**src/source/cache_params.svh**
```systemverilog
`ifndef CACHE_PARAMS_SVH
`define CACHE_PARAMS_SVH

// word address width, in words
`define CACHE_ADDR_WIDTH 10

// data word width
`define CACHE_DATA_WIDTH 32

// index bits, one line per set
`define CACHE_SET_BITS 3

// main memory read latency in cycles
`define CACHE_MEM_LATENCY 4

// derived sizes
`define CACHE_TAG_WIDTH (`CACHE_ADDR_WIDTH - `CACHE_SET_BITS)
`define CACHE_LINES (1 << `CACHE_SET_BITS)

`endif
```
**src/source/cache_pkg.sv**
```systemverilog
`include "cache_params.svh"

package cache_pkg;

  // tag in the upper bits, set index in the lower bits
  typedef struct packed {
    logic [`CACHE_TAG_WIDTH-1:0] tag;
    logic [`CACHE_SET_BITS-1:0]  set;
  } addr_fields_t;

  // one address word, seen whole by memory and split by the cache
  typedef union packed {
    logic [`CACHE_ADDR_WIDTH-1:0] raw;
    addr_fields_t                 fields;
  } cache_addr_t;

  // processor request, one full word
  typedef struct packed {
    logic                         write;
    cache_addr_t                  addr;
    logic [`CACHE_DATA_WIDTH-1:0] wdata;
  } cpu_req_t;

  // processor response
  // rdata is zero for writes, hit is the state before the access
  typedef struct packed {
    logic [`CACHE_DATA_WIDTH-1:0] rdata;
    logic                         hit;
  } cpu_resp_t;

  // request toward main memory
  typedef struct packed {
    logic                         write;
    cache_addr_t                  addr;
    logic [`CACHE_DATA_WIDTH-1:0] wdata;
  } mem_req_t;

  // contents of one cache line
  typedef struct packed {
    logic                         valid;
    logic [`CACHE_TAG_WIDTH-1:0]  tag;
    logic [`CACHE_DATA_WIDTH-1:0] data;
  } line_entry_t;

endpackage

```
**src/source/cache_controller.sv**
```systemverilog
`include "cache_params.svh"

module cache_controller import cache_pkg::*; (
  input  logic                         clk,
  input  logic                         rst,
  // processor side
  input  cpu_req_t                     req,
  input  logic                         req_valid,
  output logic                         req_ready,
  output cpu_resp_t                    resp,
  output logic                         resp_valid,
  input  logic                         resp_ready,
  // line array
  output logic [`CACHE_SET_BITS-1:0]   rd_set,
  input  line_entry_t                  rd_entry,
  output logic                         wr_en,
  output logic [`CACHE_SET_BITS-1:0]   wr_set,
  output line_entry_t                  wr_entry,
  // main memory
  output mem_req_t                     mem_req,
  output logic                         mem_req_valid,
  input  logic                         mem_req_ready,
  input  logic [`CACHE_DATA_WIDTH-1:0] mem_rdata,
  input  logic                         mem_rdata_valid
);

  localparam logic [2:0] st_idle      = 3'd0;
  localparam logic [2:0] st_lookup    = 3'd1;
  localparam logic [2:0] st_compare   = 3'd2;
  localparam logic [2:0] st_mem_write = 3'd3;
  localparam logic [2:0] st_mem_read  = 3'd4;
  localparam logic [2:0] st_wait_fill = 3'd5;
  localparam logic [2:0] st_respond   = 3'd6;

  logic [2:0] state_q;
  logic [2:0] state_d;

  // accepted request and the response being built
  cpu_req_t  req_q;
  cpu_resp_t resp_q;

  logic hit;
  logic req_fire;
  logic mem_fire;
  logic fill_done;

  // tag and valid compare against the registered line
  assign hit = rd_entry.valid && (rd_entry.tag == req_q.addr.fields.tag);

  assign req_fire  = req_valid && req_ready;
  assign mem_fire  = mem_req_valid && mem_req_ready;
  assign fill_done = (state_q == st_wait_fill) && !req_q.write && mem_rdata_valid;

  always_comb begin
    state_d = state_q;
    case (state_q)
      st_idle: begin
        if (req_valid) state_d = st_lookup;
      end
      st_lookup: begin
        state_d = st_compare;
      end
      st_compare: begin
        if (req_q.write) begin
          state_d = st_mem_write;
        end else if (hit) begin
          state_d = st_respond;
        end else begin
          state_d = st_mem_read;
        end
      end
      st_mem_write: begin
        if (mem_req_ready) state_d = st_wait_fill;
      end
      st_mem_read: begin
        if (mem_req_ready) state_d = st_wait_fill;
      end
      st_wait_fill: begin
        // a write has already updated the line, so it moves straight on
        if (req_q.write || mem_rdata_valid) state_d = st_respond;
      end
      st_respond: begin
        if (resp_ready) state_d = st_idle;
      end
      default: begin
        state_d = st_idle;
      end
    endcase
  end

  always_ff @(posedge clk) begin
    if (rst) begin
      state_q <= st_idle;
    end else begin
      state_q <= state_d;
    end
  end

  always_ff @(posedge clk) begin
    if (req_fire) begin
      req_q <= req;
    end
    // hit state is captured before any line update
    if (state_q == st_compare) begin
      resp_q.hit   <= hit;
      resp_q.rdata <= (!req_q.write && hit) ? rd_entry.data : '0;
    end
    if (fill_done) begin
      resp_q.rdata <= mem_rdata;
    end
  end

  assign req_ready  = (state_q == st_idle);
  assign resp       = resp_q;
  assign resp_valid = (state_q == st_respond);

  assign rd_set = req_q.addr.fields.set;

  // line update on the memory write edge or on refill data
  assign wr_en          = (mem_fire && req_q.write) || fill_done;
  assign wr_set         = req_q.addr.fields.set;
  assign wr_entry.valid = 1'b1;
  assign wr_entry.tag   = req_q.addr.fields.tag;
  assign wr_entry.data  = req_q.write ? req_q.wdata : mem_rdata;

  assign mem_req.write = req_q.write;
  assign mem_req.addr  = req_q.addr;
  assign mem_req.wdata = req_q.wdata;
  assign mem_req_valid = (state_q == st_mem_write) || (state_q == st_mem_read);

  // held response does not change until it transfers
  a_resp_stable: assert property (
    @(posedge clk) disable iff (rst)
    resp_valid && !resp_ready |=> resp_valid && $stable(resp)
  );

  // memory traffic starts only after lookup and compare of a new request
  // never while a response is still pending
  a_no_mem_during_resp: assert property (
    @(posedge clk) disable iff (rst)
    $rose(mem_req_valid) |-> !resp_valid && $past(req_fire, 3)
  );

endmodule

```
**config.mk**
```make
export PLATFORM = sky130hd
export DESIGN_NAME = cache_controller
export DESIGN_NICKNAME = d
export VERILOG_FILES = /design/src/source/cache_pkg.sv /design/src/source/cache_controller.sv
export VERILOG_INCLUDE_DIRS = /design/src /design/src/source
export SDC_FILE = /design/constraint.sdc
export NUM_CORES = 1
export LEC_CHECK = 0
export BUFFER_PORTS_ARGS = -buffer_cell sky130_fd_sc_hd__buf_4
export CORE_AREA = 4 4 99 101
export CTS_CLUSTER_SIZE = 25
export DETAILED_ROUTE_END_ITERATION = 7
export DIE_AREA = 0 0 103 105
export HOLD_SLACK_MARGIN = 0.08
export PLACE_DENSITY = 0.9
export SETUP_SLACK_MARGIN = 0.2
export SKIP_CTS_REPAIR_TIMING = 1
export SYNTH_ARGS = -nofsm -noshare
export SYNTH_HDL_FRONTEND = slang
export SYNTH_SLANG_ARGS = --single-unit
```
**constraint.sdc**
```tcl
create_clock -name clk -period 2.45 [get_ports clk]
set_input_delay 0.245 -clock clk [delete_from_list [all_inputs] [get_ports clk]]
set_output_delay 0.245 -clock clk [all_outputs]
set_load 0.03 [all_outputs]
```
Word-level counts from Yosys, hierarchy flattened --
Index checks and enable logic that the tools add are counted.
Word-level totals: input bits 121, word-level logic and storage cells 43, output and inout port bits 126, flip-flop bits (word level) 79
Operators by class: eq/ne operators 11, reduce and logical (&&, ||, !) cells 15, multiplexer cells 11
Operators by type and width (number):
- 32-bit 2-to-1 mux | 3
- 33-bit 2-to-1 mux | 1
- 3-bit one-hot mux with 6 select lines | 1
- 3-bit 2-to-1 mux | 5
- 3-bit == test (second input constant) | 3
- 7-bit == test | 1
- 1-bit logical AND | 7
- 3-bit by 2-bit == test with 1-bit output (second input constant) | 2
- 2-bit by 1-bit inequality test with 1-bit output (second input constant) | 3
- 4-bit AND reduction | 1
- 3-bit by 1-bit == test with 1-bit output (second input constant) | 1
- 3-bit logical NOT | 1
- 1-bit logical OR | 3
- 2-bit 2-to-1 mux | 1
- 2-bit inequality test (second input constant) | 1
- 2-bit nonzero test | 1
- 2-bit OR reduction | 1
- 1-bit logical NOT | 1

Depth between registers and ports, before layout --
Gate-level depths: netlist of the first run.
depth after elaboration 6, mapped depth 5, mapped depth without buffers 4

Least setup slack after synthesis of the first run --
Ideal clock, no wire load.
path kind register -> register, start point register state_q[0], end point register req_q, in the netlist mem_req[0], enable pin, required time 2045 ps, slack -109 ps, setup time 405 ps, data arrival time 2155 ps, stages on the path, launching flop included 4, clock period less this slack 2559 ps, buffers on the path 1, cell sequence dfxtp_1 > buf_6 > nor3_2 > and2_1
On the way: word-level cells in the longest chain between the ends 2
Ends and longest elaborated chain:
- start: declaration | RTL line cache_controller.sv:35 | logic [2:0] state_q;
- start signal: assignment | RTL line cache_controller.sv:93 | state_q <= st_idle;
- start signal: assignment | RTL line cache_controller.sv:95 | state_q <= state_d;
- 3-bit logical NOT | RTL line cache_controller.sv:113 | assign req_ready = (state_q == st_idle);
- net req_ready | RTL line cache_controller.sv:9 | output logic req_ready,
- 1-bit logical AND | RTL line cache_controller.sv:50 | assign req_fire = req_valid && req_ready;
- net req_fire | RTL line cache_controller.sv:43 | logic req_fire;
- end signal: assignment | RTL line cache_controller.sv:101 | req_q <= req;
- end: declaration | RTL line cache_controller.sv:39 | cpu_req_t req_q;
The timed path passes the listed nets, and every way through them passes these cells. A chain may end at the register's enable or synchronous reset.

Worst setup path after layout of the first run --
start point register state_q[1], end point output wr_en
On the way: word-level cells in the longest chain between the ends 5
Ends and longest elaborated chain:
- 3-bit by 2-bit == test with 1-bit output / 3-bit == test (equally long branches) | RTL line cache_controller.sv:129 | assign mem_req_valid = (state_q == st_mem_write) || (state_q == st_mem_read);
- 1-bit logical OR | RTL line cache_controller.sv:129
- 1-bit logical AND | RTL line cache_controller.sv:51 | assign mem_fire = mem_req_valid && mem_req_ready;
- 1-bit logical AND | RTL line cache_controller.sv:120 | assign wr_en = (mem_fire && req_q.write) || fill_done;
- 1-bit logical OR (*) | RTL line cache_controller.sv:120
- end: declaration | RTL line cache_controller.sv:16 | output logic wr_en,
Mark *: on every way between the ends. The rest lies on a longest branch, timed or not.

==> flow_summary_export.csv, run 1 <==
group,metric,value,unit
outcome,status,"finished clean",
yosys,syn_avg_cell_area,16.1,um^2
clocking,cts_root_buf,"clkbuf_8",
timing,rsz0062_at_grt,"no",
cells_and_area,design_area,6180,um^2
timing,finClkSkew,0.0103,ns
timing,drv_slew,0,
clocking,clock_path_buffers,2,
critical_path,cp_max_fo,21,
yosys,async_reset_ff_share,0,%
min_path,worstHoldStart,"rst",
run,cap_viol_max_count,0,
global_routing,grt_max_degree,44,
die,die_y,105,um
critical_path,regToRegStartpoint,"state_q[1]",
critical_path,cp.arrival,1.88,ns
die,die-area,10800,um^2
timing,period_share,86.6,%
cells_and_area,layout-drive-gt1-share,62.3,%
yosys,synth_top_area_share,62.6,%
critical_path,end_kind,"output pin",
route,post_drt_wl_per_cell,19.1,um
die,start_util,40.4,%
yosys,synth-seq-area-share,64.2,%
critical_path,setup.worst_path.start_class,"flop",
route,postRouteAntennaNets,0,
yosys,synth_edf_count,76,
route,route.vias.total,3130,
die,die_w,103,um
clocking,clkTransAtPathRegs,0.08,ns
yosys,synth_fa_ha_area_share,0,%
yosys,netlist-cell-type-count,45,
critical_path,cpPeakStageDelay,0.62,ns
route,vias_per_cell,5.01,
yosys,yosys.area.top_type,"edfxtp_1",
placement,gp_congestion,0.844,
timing,max_freq,471,MHz
yosys,synth_compound_area_share,11.2,%
yosys,synthTopCellsByCount,"edfxtp_1 (76), a22o_1 (32), mux2_2 (32), buf_4 (14), buf_2 (8)",
yosys,synth_most_common_cell,"edfxtp_1",
yosys,synth-xor-area-share,1.44,%
cells_and_area,antenna_cells,0,
die,pin_count,247,
timing,finalCriticalPeriod,2.12,ns
yosys,synthesis.nets,348,
clocking,cts_tree,"built",
min_path,hold_path.class,"in -> reg",
yosys,ys_warn_count,0,
global_routing,first_global_vias,3068,
yosys,synth-main-ff-cell,"edfxtp_1",
clocking,clk_latency,0.34,ns
die,rows,35,
timing,hold_viol,0,
yosys,syn_inst,227,
timing,relSlewSlack,66.4,%
critical_path,crit_required,2.20,ns
timing,hold_slack,0.104,ns
timing,setup_viol,0,
route,drc_errors,0,
power,leakage,2.65,nW
yosys,synth_mux_area_share,9.88,%
route,wl,11900,um
clocking,numCtsBuffers,9,
yosys,synthSimpleGateAreaFrac,7.34,%
critical_path,crit_type,"reg -> out",
timing,tightest_slew,0.496,ns
power,power.density,974,nW/um^2
critical_path,critical_path.startpoint,"state_q[1]",
yosys,ys_ff_latch,79,
clocking,cts_htree_levels,3,
critical_path,crit_slowest_cell,"dfxtp_1",
yosys,synth_top_family_by_area,"compound AO/OA/AOI/OAI gates",
power,ir_drop,0.576,mV
global_routing,grt.total_usage,19.3,%
placement,placement.io_buffers,245,
placement,dp_hpwl,8620,um
global_routing,grt_pass1_wl,15800,um
clocking,clkSinkCount,79,
critical_path,cp_cell_sequence,"nand2b_4 > nor3_4 > buf_4 > a31o_2 > buf_4",
die,core-area,9020,um^2
timing,setup_tns,0,ns
route,drt_iter0_markers,117,
critical_path,cpMostUsedCell,"buf_4",
yosys,syn_area,3650,um^2
yosys,yosys-top-cells-area,"edfxtp_1 (63%), mux2_2 (9.9%), a22o_1 (7.7%), buf_4 (2.9%), dfxtp_1 (1.6%)",
cells_and_area,layout.nets,631,
cells_and_area,syn_to_final_growth,69.5,%
route,first_pass_iters,4,
placement,post_dp_cell_area,5510,um^2
global_routing,antenna_found_initial,0,
global_routing,overflow,0,
-- final timing paths --
kind | to | slack, ns | cells past startpoint
setup / recovery | wr_en | 0.33 | 5
hold / removal | state_q[2] | 0.10 | 2
setup reg to reg | resp[26] | 0.42 | 5
hold reg to reg | state_q[2] | 0.61 | 2
-- stage by stage --
stage	std cells	total power [mW]	util [%]	setup slack, ns
5_1_grt	625	6.27	68.5	0.241
6_report	625	6.02	68.5	0.327
3_3_place_gp	563	4.88	61.1	0.579
2_1_floorplan	227	3.85	-	0.228
4_1_cts	578	5.96	63.4	0.239
3_5_place_dp	563	4.93	61.1	0.463
-- cells by family after synthesis --
group,Yosys count
buffers and inverters,30
AO/OA/AOI/OAI,48
XOR/XNOR,6
AND/OR/NAND/NOR,31
multiplexers,32
flip-flops,79
other,1
-- power breakdown --
group	internal (mW)	switching, mW
combinational	1.13	1.72
sequential	1.91	0.234
clock	0.567	0.463
total	3.60	2.42
-- cell type report --
class	count	area, um^2
timing repair buffer	299	2380
clock inverter	6	85.1
inverter	3	11.3
clock buffer	9	124
sequential	79	2340
fill	626	2840
tap	111	139
multi-input combinational	118	1100
-- worst max-delay path, delay by kind of cell, from the launching register on --
family          cells  cell delay, ns
simple gates        2            0.31
buf+inv             2            0.37
flops               1            0.62
compound gates      1            0.24
-- layer usage --
layer	global-route usage (%)	part of all wire [%]
met2	35.0	54
met4	5.00	1.8
met3	6.34	8.7
met5	0	0
met1	21.1	36
-- registers in the layout, summed over array words and instances, names as in the netlist --
signal   flops
mem_req     43
state_q      3
resp        33
-- layout by cell type, fill, tap and decap left out, drive strengths merged, types with 2 or more instances in the layout --
cell / instances
bufinv: 2
clkbuf: 9
or4: 2
mux2: 32
o21ai: 2
a21oi: 3
xnor2: 6
inv: 4
clkinv: 2
dfxtp: 3
nor3: 6
nand2b: 2
nand2: 4
nor4: 2
a22o: 32
edfxtp: 76
dlygate4sd3: 43
buf: 256
nor3b: 4
(Power assumes the default switching activity.)
==> run 2, diff against run 1 <==
==> constraint.sdc (replaced) <==
create_clock -name clk -period 2.45 [get_ports clk]
set_input_delay 0.245 -clock clk [delete_from_list [all_inputs] [get_ports clk]]
set_output_delay 0.245 -clock clk [all_outputs]
set_load 0.005 [all_outputs]
==> flow_summary_export.csv, run 2 (synthesis gave the netlist of run 1 again) <==
group,metric,value,unit
critical_path,crit_required,2.20,ns
die,start_util,40.4,%
critical_path,cpMostUsedCell,"buf_4",
timing,max_freq,472,MHz
timing,setup_tns,0,ns
cells_and_area,layout.nets,625,
timing,rsz0062_at_grt,"no",
placement,gp_congestion,0.761,
clocking,cts_root_buf,"clkbuf_8",
global_routing,grt_max_degree,34,
timing,drv_slew,0,
global_routing,grt.total_usage,19.7,%
die,pin_count,247,
cells_and_area,stdcell_count,619,
route,routedLengthMet1,4210,um
run,cap_viol_max_count,0,
route,postRouteAntennaNets,0,
route,first_pass_iters,4,
cells_and_area,final_common_cell,"buf_4",
route,vias_per_cell,5.02,
timing,tightest_slew,0.762,ns
cells_and_area,syn_to_final_growth,66.8,%
die,die_w,103,um
route,highest_layer,"met4",
clocking,numCtsBuffers,9,
power,comb_power_share,37.9,%
global_routing,antenna_found_initial,0,
placement,placed_cells,561,
placement,placement.io_buffers,245,
cells_and_area,layout_common_cells,"buf_4 (248), edfxtp_1 (76), dlygate4sd3_1 (43)",
die,rows,35,
clocking,clock_path_buffers,2,
critical_path,cp_cell_sequence,"buf_6 > buf_4 > mux2_2 > buf_4",
outcome,status,"finished clean",
clocking,clkSinkCount,79,
clocking,cts_htree_levels,3,
critical_path,crit_slowest_cell,"edfxtp_1",
die,die_y,105,um
timing,period_share,86.5,%
power,ir_drop,0.451,mV
power,power,4.80,mW
cells_and_area,num-fill-cells,620,
route,drt_iter0_markers,99,
die,die-area,10800,um^2
cells_and_area,largest_reg_flops,43,
global_routing,overflow,0,
cells_and_area,layout-drive-gt1-share,62.0,%
route,met2_length,6310,um
critical_path,crit_buf_inv,3,
route,drc_errors,0,
power,swShare,30.8,%
critical_path,critPathTopFamily,"buffers and inverters",
global_routing,first_global_vias,3169,
timing,hold_viol,0,
power,seq_power_share,44.8,%
clocking,cts_tree,"built",
power,p_int,3.32,mW
critical_path,setup.worst_path.start_class,"flop",
placement,dp_hpwl,8620,um
power,power.density,789,nW/um^2
route,wl_met3,1090,um
route,route.vias.total,3108,
critical_path,cp.arrival,1.87,ns
route,wl,11800,um
timing,relSlewSlack,49.2,%
power,clkPwrFrac,17.3,%
cells_and_area,antenna_cells,0,
critical_path,crit_type,"reg -> out",
clocking,clk_latency,0.35,ns
critical_path,cpPeakStageDelay,0.41,ns
power,p_switching,1.48,mW
route,post_drt_wl_per_cell,19.0,um
timing,finalCriticalPeriod,2.12,ns
timing,finClkSkew,0.0137,ns
clocking,clkTransAtPathRegs,0.08,ns
cells_and_area,postLayoutCoreUtil,67.4,%
global_routing,grt_pass1_wl,16300,um
critical_path,end_kind,"output pin",
critical_path,cp_max_fo,23,
timing,setup_viol,0,
die,core-area,9020,um^2
min_path,hold_path.class,"in -> reg",
power,leakage,2.60,nW
## run 2: changes by cell type in the layout (fill, tap and decap cells not counted), sizes merged
cell    previous run  this run
clkinv             2         5
inv                4         3
buf              256       250
bufinv             2         0
## run 2: power by group through the flow
stage	registers, mW	logic (mW)	clock network, mW
after floorplan	2.12	0.767	0
after global placement	2.14	1.73	0
after detailed placement	2.17	1.77	0
after CTS	2.14	1.77	0.853
after global routing	2.19	1.95	0.915
final	2.15	1.82	0.832
## run 2: cell type report
class	instances	area (um^2)	area share, %
Sequential cell	79	2350	38.6
Timing Repair Buffer	293	2320	38.2
Multi-Input combinational cell	118	1100	18.1
Tap cell	111	139	2.28
Clock buffer	9	124	2.04
Clock inverter	6	38.8	0.638
Inverter	3	11.3	0.185
## run 2: stage by stage
| step | hold WS (ns) | setup WS [ns] | cell area [um^2] |
|---|---|---|---|
| after floorplan | 0.314 | 0.218 | 3650 |
| after global placement | 0.423 | 0.497 | 5480 |
| after detailed placement | 0.424 | 0.388 | 5480 |
| after CTS | 0.0516 | 0.205 | 5640 |
| after global routing | 0.0908 | 0.245 | 6080 |
| final | 0.0999 | 0.331 | 6080 |
## run 2: worst paths after layout
check / cells past startpoint / slack [ns] / startpoint / endpoint
worst max-delay path: 4 / 0.33 / mem_req[42] / wr_entry[26]
worst min-delay path: 2 / 0.1 / rst / state_q[2]
worst max register to register: 5 / 0.59 / mem_req[35] / resp[32]
worst min register to register: 2 / 0.61 / state_q[2] / state_q[2]
## run 2: metal layers
metal / vias up / GRT usage [%]
li1: 1444 / -
met1: 1490 / 21.2
met2: 160 / 35.6
met3: 14 / 6.81
met4: 0 / 6.11
met5: - / 0
==> run 3, diff against run 2 <==
==> constraint.sdc (replaced) <==
create_clock -name clk -period 2.3 [get_ports clk]
set_input_delay 0.23 -clock clk [delete_from_list [all_inputs] [get_ports clk]]
set_output_delay 0.23 -clock clk [all_outputs]
set_load 0.005 [all_outputs]
==> flow_summary_export.csv, run 3 (synthesis gave the netlist of run 1 again) <==
group,metric,value,unit
route,route.vias.total,3151,
route,vias_per_cell,5.03,
clocking,clk_latency,0.34,ns
cells_and_area,stdcell_count,626,
critical_path,end_kind,"output pin",
die,die-area,10800,um^2
route,drt_iter0_markers,114,
global_routing,busiest_layer,"met2",
global_routing,grt_pass1_wl,16000,um
die,pin_count,247,
timing,setup_viol,0,
timing,setup_tns,0,ns
clocking,clkSinkCount,79,
die,core-area,9020,um^2
placement,placement.io_buffers,245,
critical_path,setup.worst_path.start_class,"flop",
placement,placed_cells,563,
cells_and_area,layout_common_cells,"buf_4 (253), edfxtp_1 (76), dlygate4sd3_1 (44)",
clocking,cts_root_buf,"clkbuf_8",
clocking,numCtsBuffers,9,
timing,period_share,84.0,%
critical_path,cpPeakStageDelay,0.52,ns
min_path,hold_path.class,"in -> reg",
die,start_util,40.4,%
timing,relSlewSlack,65.8,%
critical_path,cp.arrival,1.70,ns
die,die_w,103,um
cells_and_area,final_common_cell,"buf_4",
cells_and_area,layout-drive-gt1-share,62.3,%
placement,gp_congestion,0.807,
timing,max_freq,517,MHz
placement,post_dp_cell_area,5510,um^2
global_routing,met2_usage,35.3,%
power,ir_drop,0.534,mV
global_routing,first_global_vias,3049,
cells_and_area,antenna_cells,0,
cells_and_area,largest_reg_flops,43,
cells_and_area,syn_to_final_growth,69.2,%
clocking,cts_htree_levels,3,
global_routing,overflow,0,
timing,rsz0062_at_grt,"no",
global_routing,antenna_found_initial,0,
die,rows,35,
global_routing,grt.total_usage,19.5,%
timing,finalCriticalPeriod,1.93,ns
timing,hold_viol,0,
critical_path,crit_required,2.07,ns
critical_path,cpMostUsedCell,"buf_4",
timing,drv_slew,0,
outcome,status,"finished clean",
cells_and_area,layout.nets,631,
route,post_drt_wl_per_cell,18.9,um
placement,post-place-ws,0.311,ns
critical_path,crit_slowest_cell,"dfxtp_2",
placement,dp_hpwl,8750,um
timing,finClkSkew,0.0144,ns
critical_path,cp_max_fo,17,
route,wl,11800,um
die,die_y,105,um
cells_and_area,design_area,6170,um^2
route,drc_errors,0,
global_routing,grt_max_degree,44,
critical_path,crit_type,"reg -> out",
global_routing,grt_util_met3,6.21,%
timing,fin_ws,0.367,ns
route,first_pass_iters,4,
clocking,clkTransAtPathRegs,0.09,ns
global_routing,grtUsageMet1,21.3,%
power,power,5.29,mW
route,postRouteAntennaNets,0,
cells_and_area,num-fill-cells,607,
clocking,clock_path_buffers,2,
critical_path,cp_cell_sequence,"nand2b_4 > nor3_4 > buf_4 > a31o_2 > buf_4",
clocking,cts_tree,"built",
timing,tightest_slew,0.506,ns
power,leakage,2.64,nW
run,cap_viol_max_count,0,
power,power.density,857,nW/um^2
run 3: changes by cell type in the layout (fill, tap and decap cells not counted):
cell	change
buf_12	+1
clkinvlp_4	+1
buf_6	-1
dlygate4sd3_1	+1
clkinv_2	-1
clkinv_4	-1
buf_4	+5
inv_6	+1
bufinv_16	+1
run 3: final timing paths:
kind,startpoint,endpoint,slack (ns),depth (start not counted)
hold reg to reg,state_q[2],state_q[2],0.61,2
hold / removal,rd_entry[20],resp[21],0.17,2
setup / recovery,state_q[0],wr_en,0.37,5
setup reg to reg,mem_req[35],resp[15],0.41,5
run 3: stage by stage:
step           hold slack (ns)  util, %
2_1_floorplan            0.299        -
3_3_place_gp             0.408     61.1
3_5_place_dp             0.410     61.1
4_1_cts                 0.0422     63.2
5_1_grt                  0.157     68.4
6_report                 0.166     68.4
run 3: where the power goes:
part,switching (mW),leakage [nW],internal (mW)
clock,0.524,0.0933,0.502
combinational,0.824,1.81,1.16
sequential,0.249,0.741,2.03
total,1.60,2.64,3.69
run 3: per-layer routing:
metal | wire [um] | share of wire (%) | vias to the layer above
li1 | - | - | 1458
met4 | 197 | 1.7 | 0
met1 | 4140 | 35 | 1522
met5 | 0 | 0 | -
met3 | 1020 | 8.6 | 17
met2 | 6480 | 55 | 154
run 3: layout make-up:
cell class              count  area [um^2]  share of cell area, %
clock inverters             7         71.3                   1.16
inverters                   3         11.3                  0.183
multi-input cells         118         1100                   17.8
repair buffers            299         2380                   38.6
well taps                 111          139                   2.25
flip-flops and latches     79         2350                   38.0
clock buffers               9          124                   2.01
run 3: critical path: cells and delay by family, from the launching register on:
family / cells / cell delay [ns]
flops: 1 / 0.52
compound gates: 1 / 0.14
simple gates: 2 / 0.32
buf+inv: 2 / 0.37
