--- src/source/cache_params.svh ---
`ifndef CACHE_PARAMS_SVH
`define CACHE_PARAMS_SVH

// word address width, in words
`define CACHE_ADDR_WIDTH 10

// data word width
`define CACHE_DATA_WIDTH 32

// index bits, one line per set
`define CACHE_SET_BITS 3

// main memory read latency in cycles
`define CACHE_MEM_LATENCY 4

// derived sizes
`define CACHE_TAG_WIDTH (`CACHE_ADDR_WIDTH - `CACHE_SET_BITS)
`define CACHE_LINES (1 << `CACHE_SET_BITS)

`endif
--- src/source/cache_pkg.sv ---
`include "cache_params.svh"

package cache_pkg;

  // tag in the upper bits, set index in the lower bits
  typedef struct packed {
    logic [`CACHE_TAG_WIDTH-1:0] tag;
    logic [`CACHE_SET_BITS-1:0]  set;
  } addr_fields_t;

  // one address word, seen whole by memory and split by the cache
  typedef union packed {
    logic [`CACHE_ADDR_WIDTH-1:0] raw;
    addr_fields_t                 fields;
  } cache_addr_t;

  // processor request, one full word
  typedef struct packed {
    logic                         write;
    cache_addr_t                  addr;
    logic [`CACHE_DATA_WIDTH-1:0] wdata;
  } cpu_req_t;

  // processor response
  // rdata is zero for writes, hit is the state before the access
  typedef struct packed {
    logic [`CACHE_DATA_WIDTH-1:0] rdata;
    logic                         hit;
  } cpu_resp_t;

  // request toward main memory
  typedef struct packed {
    logic                         write;
    cache_addr_t                  addr;
    logic [`CACHE_DATA_WIDTH-1:0] wdata;
  } mem_req_t;

  // contents of one cache line
  typedef struct packed {
    logic                         valid;
    logic [`CACHE_TAG_WIDTH-1:0]  tag;
    logic [`CACHE_DATA_WIDTH-1:0] data;
  } line_entry_t;

endpackage

--- src/source/cache_line_array.sv ---
`include "cache_params.svh"

module cache_line_array import cache_pkg::*; (
  input  logic                       clk,
  input  logic                       rst,
  input  logic [`CACHE_SET_BITS-1:0] rd_set,
  input  logic                       wr_en,
  input  logic [`CACHE_SET_BITS-1:0] wr_set,
  input  line_entry_t                wr_entry,
  output line_entry_t                rd_entry
);

  // per-set storage, valid bits kept apart so they can clear on reset
  logic [`CACHE_LINES-1:0]      valid_q;
  logic [`CACHE_TAG_WIDTH-1:0]  tag_q [`CACHE_LINES];
  logic [`CACHE_DATA_WIDTH-1:0] data_q [`CACHE_LINES];

  // one write enable per line
  logic [`CACHE_LINES-1:0] line_we;

  // demux of the write strobe onto the addressed line
  always_comb begin
    line_we = '0;
    line_we[wr_set] = wr_en;
  end

  for (genvar i = 0; i < `CACHE_LINES; i++) begin : g_line

    always_ff @(posedge clk) begin
      if (rst) begin
        valid_q[i] <= 1'b0;
      end else if (line_we[i]) begin
        valid_q[i] <= wr_entry.valid;
      end
    end

    always_ff @(posedge clk) begin
      if (line_we[i]) begin
        tag_q[i]  <= wr_entry.tag;
        data_q[i] <= wr_entry.data;
      end
    end

  end

  // registered read of the addressed set
  // returns the contents before a write in the same cycle
  always_ff @(posedge clk) begin
    rd_entry.valid <= valid_q[rd_set];
    rd_entry.tag   <= tag_q[rd_set];
    rd_entry.data  <= data_q[rd_set];
  end

  // the controller must present a known set with every line write
  a_wr_set_known: assert property (
    @(posedge clk) disable iff (rst)
    wr_en |-> !$isunknown(wr_set)
  );

endmodule

--- config.mk ---
export PLATFORM = sky130hd
export DESIGN_NAME = cache_line_array
export DESIGN_NICKNAME = d
export VERILOG_FILES = /design/src/source/cache_pkg.sv /design/src/source/cache_line_array.sv
export VERILOG_INCLUDE_DIRS = /design/src /design/src/source
export SDC_FILE = /design/constraint.sdc
export NUM_CORES = 1
export LEC_CHECK = 0
export ABC_AREA = 1
export BUFFER_PORTS_ARGS = -buffer_cell sky130_fd_sc_hd__buf_2
export CAP_MARGIN = 20
export CORE_UTILIZATION = 53
export CTS_CLUSTER_DIAMETER = 30
export DETAILED_ROUTE_END_ITERATION = 12
export GPL_ROUTABILITY_DRIVEN = 1
export PLACE_DENSITY = 0.71
export SYNTH_ARGS = -nofsm -noshare
export SYNTH_HDL_FRONTEND = slang
export SYNTH_SLANG_ARGS = --single-unit
--- constraint.sdc ---
create_clock -name clk -period 3.96 [get_ports clk]
set_input_delay 0.396 -clock clk [delete_from_list [all_inputs] [get_ports clk]]
set_output_delay 0.396 -clock clk [all_outputs]
set_load 0.005 [all_outputs]
; Word-level counts from Yosys, hierarchy flattened
; Memory sizes are Yosys's and may differ from the RTL's. A register that Yosys moved wholly into a read port is not among the register bits.
; Cells that the tools add are included.
[classes]
order_cmp = 3
muxes = 62
bitwise_logic = 1
reduce_logical = 15
[op_table]
columns = op, count
row1 = 32-bit 2-to-1 mux, 7
row2 = 32-bit OR reduction, 7
row3 = 7-bit 2-to-1 mux, 7
row4 = 7-bit OR reduction, 7
row5 = 3-bit 2-to-1 mux, 14
row6 = 1-bit 2-to-1 mux, 32
row7 = 8-bit bitwise AND, 1
row8 = "3-bit by 4-bit less-than comparator with 1-bit output, second input constant", 2
row9 = 1-bit binary-select mux with 3-bit select, 1
row10 = 1-bit demux with 3-bit select, 1
row11 = "3-bit by 1-bit >= comparator with 1-bit output, second input constant", 1
row12 = 1-bit logical AND, 1
[word_totals]
regBits = 9
ramBits = 312
input_bits = 49
output_inout_bits = 40
wordCells = 92
memories = 2
[memory_table]
columns = memory, depth, word_bits, read_ports, rd_ports_with_merged_regs, write_ports, line
row1 = data_q, 8, 32, 1, 1, 1, cache_line_array.sv:16  ; logic [`CACHE_DATA_WIDTH-1:0] data_q [`CACHE_LINES];
row2 = tag_q, 8, 7, 1, 1, 1, cache_line_array.sv:15  ; logic [`CACHE_TAG_WIDTH-1:0] tag_q [`CACHE_LINES];

; Longest topological paths before layout
; Gate-level depths: netlist (run 1).
[depth]
word_depth = 15
mapped_depth = 9
ltp_nobuf = 6

; Worst setup path after synthesis (run 1)
; OpenSTA, ideal clock, no wires.
[synth_timing]
path_type = in2reg
start = in wr_set[0]
end = mem data_q[0][0] (netlist name) (enable)
setup_time_ns = 0.438
t_arrival_ns = 2.257
required_time_ns = 3.522
setup_slack_ns = 1.265
path_stages = 3
path_buffers = 0
cell_sequence = inv_1 > nand2_1 > nor2_1
[synth_via]
word_cells_on_any_way = 43
cone_classes = 2 x order compare / 32 x mux / 1 x bitwise / 8 x reduce/logical
[synth_rtl]
columns = item, line
row1 = "start, declared", cache_line_array.sv:8  ; input logic [`CACHE_SET_BITS-1:0] wr_set,
row2 = 3-bit by 4-bit less-than comparator with 1-bit output (not written as such) or 3-bit by 1-bit >= comparator with 1-bit output (tied branches), cache_line_array.sv:24  ; line_we[wr_set] = wr_en;
row3 = 1-bit logical AND (not written as such), cache_line_array.sv:24
row4 = 1-bit 2-to-1 mux (not written as such), cache_line_array.sv:24
row5 = 1-bit demux with 3-bit select *, cache_line_array.sv:24
row6 = 8-bit bitwise AND (no line) *, n/a
row7 = named net line_we[0], cache_line_array.sv:19  ; logic [`CACHE_LINES-1:0] line_we;
row8 = 1-bit 2-to-1 mux *, cache_line_array.sv:38  ; if (line_we[i]) begin
row9 = 1-bit 2-to-1 mux (not written as such) *, cache_line_array.sv:40  ; data_q[i] <= wr_entry.data;
row10 = 1-bit 2-to-1 mux (no line) * (7 in a row), n/a
row11 = "end, declared", cache_line_array.sv:16
; The timed path passes the listed nets; every way through them passes the cells marked *.

==> results.md, run 1 <==
- F_max: 0.525 GHz
- Reg2reg path depth: 6
- Final setup fails: 0
- Synth Area in XOR/XNOR: 0
- RSZ-0062 raised after global routing: no
- Initial antenna violation count: 2
- Reg2Reg Launch Point: data_q[5][1]
- Die area: 28,700 um2
- P per Cell Area: 559 nW/um2
- EDFF count, synth: 312
- #FFs+latches synth: 360
- Combinational family with the most area after synthesis: simple AND/OR/NAND/NOR gates
- Worst Hold Path EP: data_q[6][3]
- Critical path arrival: 2.39 ns
- Synth Area in Simple Gates: 0.195
- Min cycle time layout: 1.91 ns
- Post-DP HPWL: 15,200 um
- Clock Pin Slew Worst Setup and Hold Paths: around 0.050 ns
- Total negative slack: 0 ns
- Top post-synthesis cells by count: nand2_1, inv_1, edfxtp_1
- VDD IR max: 384 uV
- Worst-Margin Slew: 1.08 ns
- Post-CTS sizing: 0
- Post-CTS Repair Setup Buffers: 0
- Num rows: 60
- Most frequent cell after synthesis: nand2_1
- Seq/Total Area, Yosys: 0.696
- CP Data Required Time: 4.45 ns
- Initial Util: 0.546
- Deepest clock path buffer count: 3
- Worst Setup SP: rd_set[0]
- Period Utilization, post-route: 0.481
- End of the worst register-to-register path: rd_entry[1]
- Pins Over Slew Limit: 0
- I/O pin cnt: 89
- GPL Wtd Cong: between 0.7 and 0.8
- Compound-cell area share of the yosys netlist: 0.00169
- Syn nets: 1,519
- Filler cell count: 2,094
- Core area: ~27,000 um2
- Slew margin rel.: 0.282
- Drt drc: 0
- Via count: 9,608
- Layout cell share with drive strength beyond 1: 0.133
- Skew-Pair Late Insertion Delay: 0.57 ns
- Number of detailed-routing iterations run before antenna repair: 5
- # diodes: 0
- Synth area leaders: edfxtp_1, nand2_1, inv_1
- GRT overflow: 0
- Critical path launch point type: input port
- Yosys cell types: 14
- Hold WC Path Type: in2reg
- Final wirelength: 30,600 um
- Kind of critical path: in2reg
- Most used DFF post-synth: edfxtp_1
- Largest net degree at the start of global routing: 81
- Ys Warns: 0
- First DRT Iteration DRCs: 697
- Yosys top cell by area: edfxtp_1
- Syn Std Cell Area: 14,800 um2
- Async set-reset flop share out of synthesis: 0
- Post-Route Skew: 0.0192 ns
- Hold buffers post-CTS: 0
- Synthesized netlist cell count: ~1,500
- Total Power: 9.85 mW
- Final ANT Viol Nets: 0
- Root Buffer Master: clkbuf_16
- PortBufs: 88
- Worst min-delay path startpoint: wr_entry[3]
- Avg WL per Cell: 15.3 um
- Total track usage: 0.222
- Height of the die: 169 um
- Synth-to-layout area growth: 18.7%
- Leak: 8.17 nW
- Final instance area: 17,600 um2
- Adder-Cell Fraction of Synth Area: 0
- CTS tree: yes
- Max-cap violations: 0
- Mux share of post-synthesis cell area: 0
- Worst Path Max Fanout: 68
- Nets: 1,624
- Synth top area share: 0.632
- Hold Path Depth: 1
- Syn avg cell area: between 10 and 15 um2
- CTS buffer count: 59
- Final Hold Vio Count: 0
- R2R Setup Slk: approximately 3 ns
- Vias in the first global route: ~9,400
- Clk sink count: 360
- Via density: 4.82
- Critical path endpoint category: flop
- Status: complete, no violations
- Global-route wire length before repair: 48,600 um
- # H-tree levels: 2
- Die X: around 170 um
- Placed inst area: roughly 16,000 um2
[power breakdown]
part / internal, mW / switching, mW
clock: 3.27 / 1.74
sequential: 4.28 / 0.0427
combinational: 0.160 / 0.349
[per-layer routing]
layer	global-route usage	wire [um]
met1	0.278	12600
met2	0.382	14900
met3	0.0457	2150
met4	0.0791	855
met5	0	22
[cells by family after synthesis]
kind of cell | after synthesis
flip-flops | 360
AO/OA/AOI/OAI | 5
AND/OR/NAND/NOR | 716
buffers and inverters | 389
[cell type report]
type / instances / area, um2 / share of cell area
inverters: 328 / 1230 / 0.0700
multi-input cells: 721 / 2980 / 0.169
clock buffers: 68 / 1550 / 0.0880
repair buffers: 105 / 611 / 0.0347
well taps: 372 / 465 / 0.0264
flip-flops and latches: 360 / 10300 / 0.586
clock inverters: 41 / 444 / 0.0252
[how the worst max path moves through the flow]
| stage | end | slack [ns] | cells after the start |
|---|---|---|---|
| final | rd_entry[29] | 2.05 | 8 |
| after global routing | rd_entry[27] | 1.89 | 8 |
| after CTS | rd_entry[29] | 2.10 | 8 |
| after detailed placement | rd_entry[35] | 1.56 | 8 |
| after global placement | rd_entry[27] | 1.62 | 8 |
| after floorplan | data_q[0][0] | 1.26 | 3 |
[stage by stage]
| step | hold WS [ns] | setup slack [ns] | instances | utilization |
|---|---|---|---|---|
| after global placement | 0.463 | 1.62 | 1886 | 0.575 |
| after CTS | 0.0826 | 2.10 | 1995 | 0.648 |
| after detailed placement | 0.478 | 1.56 | 1886 | 0.575 |
| final | 0.100 | 2.05 | 1995 | 0.648 |
| after global routing | 0.0925 | 1.89 | 1995 | 0.648 |
| after floorplan | 0.455 | 1.26 | 1470 | - |
[sequential cells by signal, summed over array words and instances, names as in the netlist]
signal    cells
data_q      256
rd_entry     40
tag_q        56
valid_q       8
[cells in the final DEF (no fill, tap or decap)]
cell	count
clkinvlp_4	4
o21ai_0	5
dfxtp_1	48
nor3_1	5
clkinv_4	8
clkinv_2	11
inv_1	325
clkinv_1	4
nor2_1	11
buf_12	3
buf_4	16
nand2_1	532
edfxtp_1	312
inv_8	1
nand3_1	160
inv_4	1
inv_6	6
clkbuf_1	5
bufinv_16	7
inv_2	2
clkbuf_16	59
clkbuf_8	4
buf_2	86
nor2_4	8
[worst max-delay path, stage by stage]
cell     delay, ns
buf_4         0.57
inv_4         0.44
buf_4         0.39
nand2_1       0.11
nand3_1       0.08
nand2_1       0.11
nand2_1       0.05
nand2_1       0.12
Note: power is estimated with default switching activity, not from simulation.
==> inputs of run 2 (changes only) <==
--- a/config.mk
+++ b/config.mk
@@ -13,7 +13,7 @@
 export CTS_CLUSTER_DIAMETER = 30
 export DETAILED_ROUTE_END_ITERATION = 12
 export GPL_ROUTABILITY_DRIVEN = 1
-export PLACE_DENSITY = 0.71
+export PLACE_DENSITY = 0.74
 export SYNTH_ARGS = -nofsm -noshare
 export SYNTH_HDL_FRONTEND = slang
 export SYNTH_SLANG_ARGS = --single-unit
==> constraint.sdc (replaced) <==
create_clock -name clk -period 1.6 [get_ports clk]
set_input_delay 0.16 -clock clk [delete_from_list [all_inputs] [get_ports clk]]
set_output_delay 0.16 -clock clk [all_outputs]
set_load 0.005 [all_outputs]
==> run 2 against run 1 <==
  * Critical path depth down 2
  * Sequential share of layout area down 3.5 points
  * Non-clock buffer count up 57
  * Global-route usage up 1.4 points
  * Combinational power rose to 2.9 times the previous value
  * Flip-flop and latch count unchanged
  * Routed wire length up 6.8%
  * Worst setup slack worse by 1.8 ns
  * Via count up 6.3%
  * Critical path type unchanged
  * Critical endpoint is now valid_q[7]
  * Largest power group unchanged
==> results.md, run 2 (synthesized netlist as in run 1, its figures left out) <==
- Power Internal: just over 20 mW
- Critical path endpoint category: flop
- Skew-Pair Late Insertion Delay: between 0.5 and 0.6 ns
- Clock power frac: 0.541
- Final WS setup: around 0.24 ns
- Post-Route Skew: between 0.015 and 0.02 ns
- Deepest clock path buffer count: 3
- Core area: 27,200 um2
- Min cycle time layout: ~1.4 ns
- I/O pin cnt: 89
- Pins Over Slew Limit: 0
- Cell count after placement: 1,901
- Post-DP HPWL: 17,400 um
- Clk sink count: 360
- Most common cell after layout, fill and taps aside: nand2_1
- Root Buffer Master: clkbuf_16
- Period Utilization, post-route: 0.849
- Height of the die: 169 um
- Worst path slowest cell: dlygate4sd3_1
- Die X: 169 um
- Initial Util: 0.546
- Number of flip-flops in the largest register: between 200 and 300
- Global-route wire length before repair: ~52,000 um
- Post-CTS sizing: 0
- CTS tree: yes
- Worst-Margin Slew: 0.603 ns
- Status: complete, no violations
- Critical path arrival: about 1.9 ns
- Critical path, cell by cell: dlygate4sd3_1 -> buf_2 -> inv_1 -> o21ai_0 -> nor2_1 -> dlygate4sd3_1
- Final Hold Vio Count: 0
- Layout cell share with drive strength beyond 1: 0.143
- Total track usage: 0.236
- Clock Pin Slew Worst Setup and Hold Paths: ~0.050 ns
- Slew margin rel.: 0.598
- Switching power: 5.84 mW
- First DRT Iteration DRCs: 827
- Worst Path Max Fanout: 8
- Crit path largest cell delay: 0.57 ns
- Final wirelength: 32,700 um
- Die area: roughly 29,000 um2
- Via density: a little under 5
- Max-cap violations: 0
- Comb power frac: 0.055
- Leak: slightly below 9 nW
- Commonest non-fill, non-tap cells in the layout: nand2_1, inv_1, edfxtp_1
- Final setup fails: 0
- Seq pwr share: 0.404
- # H-tree levels: 3
- Sw Ratio: 0.220
- GPL Wtd Cong: 0.797
- Nets: 1,691
- Avg WL per Cell: 15.8 um
- CTS buffer count: between 60 and 70
- CP Data Required Time: between 2 and 2.5 ns
- Largest net degree at the start of global routing: 81
- Worst slack, placed: 0.163 ns
- Hold WC Path Type: in2reg
- GRT overflow: 0
- Initial antenna violation count: 1
- Kind of critical path: in2reg
- Final ANT Viol Nets: 0
- Num rows: 60
- Synth-to-layout area growth: 26.3%
- VDD IR max: ~1300 uV
- PortBufs: 88
- F_max: approximately 0.74 GHz
- Critical path launch point type: input port
- Via count: 10,200
- Most used cell along the critical path: dlygate4sd3_1
- Drt drc: 0
- Vias in the first global route: between 10,000 and 15,000
- Top reg by flops: data_q
- RSZ-0062 raised after global routing: no
- Number of detailed-routing iterations run before antenna repair: 6
- Finished Layout Cells: around 2,100
- Biggest regs: data_q x256, tag_q x56, rd_entry x40
- P per Cell Area: 1410 nW/um2
[run 2: changes by cell type in the layout (fill, tap and decap cells not counted), moves of 3 or more]
cell	delta
clkbuf_16	+13
clkinv_4	-6
clkinv_2	-3
buf_12	+18
clkinv_8	+3
clkinvlp_4	+4
clkbuf_1	+5
buf_4	-3
dlygate4sd3_1	+42
[run 2: critical path, delay by kind of cell]
kind,cells,cell delay (ns)
simple gates,1,0.12
buf+inv,4,1.43
compound gates,1,0.14
[run 2: power groups by stage]
stage / Sequential [mW] / Clock, mW / Combinational, mW
floorplan: 10.9 / 0 / 0.767
global placement: 10.9 / 0 / 1.33
detailed placement: 10.9 / 0 / 1.37
CTS: 10.7 / 14.5 / 1.48
global route: 10.7 / 14.9 / 1.64
finish: 10.7 / 14.3 / 1.47
[run 2: per-layer routing]
layer	vias to the layer above	global-route usage	routed length [um]
li1	4944	-	-
met5	-	0	0
met3	78	0.0387	2110
met4	0	0.104	958
met1	4802	0.286	13100
met2	387	0.416	16500
[run 2: timing repair]
item | in CTS | in global routing
endpoints found under the hold margin | 319 | 0
setup endpoints to repair | 0 | 0
hold buffers | 42 | 0
buffers inserted | 0 | 0
[run 2: layout make-up]
cell class,instances,area [um2]
diodes,1,2.50
flip-flops and latches,360,10300
inverters,328,1230
multi-input cells,721,2980
clock inverters,43,487
repair buffers,162,1370
well taps,372,465
fillers,1887,8440
clock buffers,84,1870
[run 2: path summary, 6_finish.rpt]
kind,slack [ns],start,cells after the start,to
max reg2reg,0.38,valid_q[7],3,valid_q[7]
min,0.12,rd_set[2],4,rd_entry[30]
min reg2reg,0.48,valid_q[4],2,valid_q[4]
max,0.24,rst,6,valid_q[7]
[run 2: stage by stage]
step	instance area [um2]	hold WS [ns]	util	power, mW	TNS [ns]
5_1_grt	18700	0.139	0.689	27.3	0
2_1_floorplan	14900	0.259	-	11.6	-73.12
6_report	18700	0.123	0.689	26.5	0
3_5_place_dp	16000	0.442	0.587	12.2	0
4_1_cts	18700	0.110	0.689	26.6	0
3_3_place_gp	16000	0.428	0.587	12.2	0
==> inputs of run 3 (changes only) <==
--- a/config.mk
+++ b/config.mk
@@ -13,7 +13,7 @@
 export CTS_CLUSTER_DIAMETER = 30
 export DETAILED_ROUTE_END_ITERATION = 12
 export GPL_ROUTABILITY_DRIVEN = 1
-export PLACE_DENSITY = 0.74
+export PLACE_DENSITY = 0.71
 export SYNTH_ARGS = -nofsm -noshare
 export SYNTH_HDL_FRONTEND = slang
 export SYNTH_SLANG_ARGS = --single-unit
==> constraint.sdc (replaced) <==
create_clock -name clk -period 1.42 [get_ports clk]
set_input_delay 0.142 -clock clk [delete_from_list [all_inputs] [get_ports clk]]
set_output_delay 0.142 -clock clk [all_outputs]
set_load 0.005 [all_outputs]
==> run 3 against run 2 <==
  * Critical path type unchanged
  * Routed wire length down 3.9%
  * Power up 8.7%
  * Global-route usage down 0.72 points
  * Sequential share of layout area up 0.15 points
  * Count of clock-buffer cells in the layout up 4
==> results.md, run 3 (synthesized netlist as in run 1, its figures left out) <==
- Top reg by flops: data_q
- Reg2Reg Launch Point: valid_q[7]
- Most common cell after layout, fill and taps aside: nand2_1
- Die area: 28,700 um2
- P per Cell Area: 1540 nW/um2
- Biggest regs: data_q x256, tag_q x56, rd_entry x40
- Final setup fails: 0
- Post-Route Skew: 0.0173 ns
- CTS buffer count: 67
- Number of flip-flops in the largest register: between 200 and 300
- Commonest non-fill, non-tap cells in the layout: nand2_1, inv_1, edfxtp_1
- Via density: 4.84
- Max-cap violations: 0
- Core area: 27,200 um2
- Deepest clock path buffer count: 3
- Total Power: 28.8 mW
- Worst min-delay path startpoint: rd_set[2]
- CTS tree: yes
- Finished Layout Cells: 2,072
- PortBufs: 88
- First DRT Iteration DRCs: approximately 670
- Pins Over Slew Limit: 0
- GPL Wtd Cong: 0.780
- Worst Path Max Fanout: 8
- Final WS setup: 0.123 ns
- Kind of critical path: in2reg
- Nets: 1,694
- Initial Util: 0.546
- Critical path, cell by cell: dlygate4sd3_1 -> buf_2 -> inv_1 -> o21ai_0 -> nor2_1 -> dlygate4sd3_1
- Initial antenna violation count: 1
- Post-CTS Repair Setup Buffers: 0
- Register area: slightly above 10,000 um2
- Skew-Pair Late Insertion Delay: 0.55 ns
- Final Hold Vio Count: 0
- Clk sink count: 360
- Global-route wire length before repair: between 50,000 and 60,000 um
- Hold WC Path Type: in2reg
- Multi-input gate area: roughly 3000 um2
- Min cycle time layout: 1.30 ns
- Status: complete, no violations
- CP delay by family, top: buffers and inverters
- Worst Setup SP: rst
- Number of detailed-routing iterations run before antenna repair: 7
- Leak: between 8 and 9 nW
- Avg WL per Cell: around 15 um
- CP Buf/Inv Count: 4
- Hold slack final: 0.105 ns
- Placed inst area: 16,100 um2
- Num rows: 60
- Via count: 10,000
- Final ANT Viol Nets: 0
- Die X: 169 um
- Critical path launch point type: input port
- Height of the die: 169 um
- VDD IR max: 1070 uV
- Clock Pin Slew Worst Setup and Hold Paths: 0.05 ns
- GRT overflow: 0
- I/O pin cnt: 89
- F_max: 0.771 GHz
- Largest net degree at the start of global routing: between 60 and 70
- Final wirelength: 31,400 um
- Crit path largest cell delay: 0.56 ns
- Critical path endpoint category: flop
- Filler cell count: 1,923
- Worst-Margin Slew: 0.450 ns
- Cell count after placement: 1,906
- Worst slack, placed: between 0.15 and 0.2 ns
- Period Utilization, post-route: 0.913
- # H-tree levels: 3
- Slew margin rel.: 0.700
- Drt drc: 0
- Most used cell along the critical path: dlygate4sd3_1
- Layout cell share with drive strength beyond 1: 0.141
- Worst path slowest cell: dlygate4sd3_1
- Vias in the first global route: 10,100
- Total track usage: 0.229
- Final instance area: between 15,000 and 20,000 um2
- Critical path arrival: 1.79 ns
- CP Data Required Time: 1.91 ns
- Root Buffer Master: clkbuf_16
- RSZ-0062 raised after global routing: no
- Post-CTS sizing: 0
- Synth-to-layout area growth: 26.0%
- Post-DP HPWL: 17,200 um
run 3: cell types whose count changed in the layout (fill, tap and decap cells not counted):
cell,delta
inv_8,-2
buf_4,-2
buf_12,+7
clkinv_8,-1
bufinv_16,-1
clkinv_1,-4
inv_6,-2
clkinvlp_4,-1
clkbuf_1,+8
clkinv_2,+3
clkbuf_8,+1
clkbuf_16,-5
run 3: worst register-to-register path: stages, from the launching register on:
cell and delay [ns]:
dfxtp_1 0.31, o21ai_0 0.15, nor2_1 0.06, dlygate4sd3_1 0.56
run 3: worst paths after layout:
path	end	slack [ns]	cells after the start
setup / recovery	valid_q[7]	0.12	6
hold / removal	rd_entry[1]	0.11	4
setup reg to reg	valid_q[7]	0.23	3
hold reg to reg	valid_q[4]	0.48	2
run 3: routing by layer:
layer / global-route usage / vias to the layer above / share of wire
met5: 0 / - / 0
met4: 0.0952 / 0 / 0.020
met3: 0.0466 / 48 / 0.064
met2: 0.390 / 346 / 0.50
met1: 0.285 / 4704 / 0.42
li1: - / 4936 / -
run 3: where the power goes:
group	switching (mW)	leakage (nW)	internal, mW
logic	1.04	4.33	0.621
clock network	5.08	1.05	9.99
registers	0.0997	3.24	12.0
run 3: metrics by stage:
| stage | setup TNS [ns] | utilization |
|---|---|---|
| after CTS | 0 | 0.687 |
| after detailed placement | 0 | 0.592 |
| final | 0 | 0.688 |
| after global routing | 0 | 0.688 |
| after floorplan | -124.96 | - |
| after global placement | 0 | 0.592 |
run 3: timing repair:
action | in CTS | in global routing
endpoints found under the hold margin | 320 | 0
hold buffers | 42 | 0
setup endpoints to repair | 0 | 0
run 3: final cells by class:
| class | count | share of cell area |
|---|---|---|
| Antenna cell | 1 | 0.000134 |
| Clock buffer | 88 | 0.0956 |
| Clock inverter | 35 | 0.0210 |
| Inverter | 328 | 0.0661 |
| Multi-Input combinational cell | 721 | 0.159 |
| Sequential cell | 360 | 0.553 |
| Tap cell | 372 | 0.0249 |
| Timing Repair Buffer | 167 | 0.0800 |
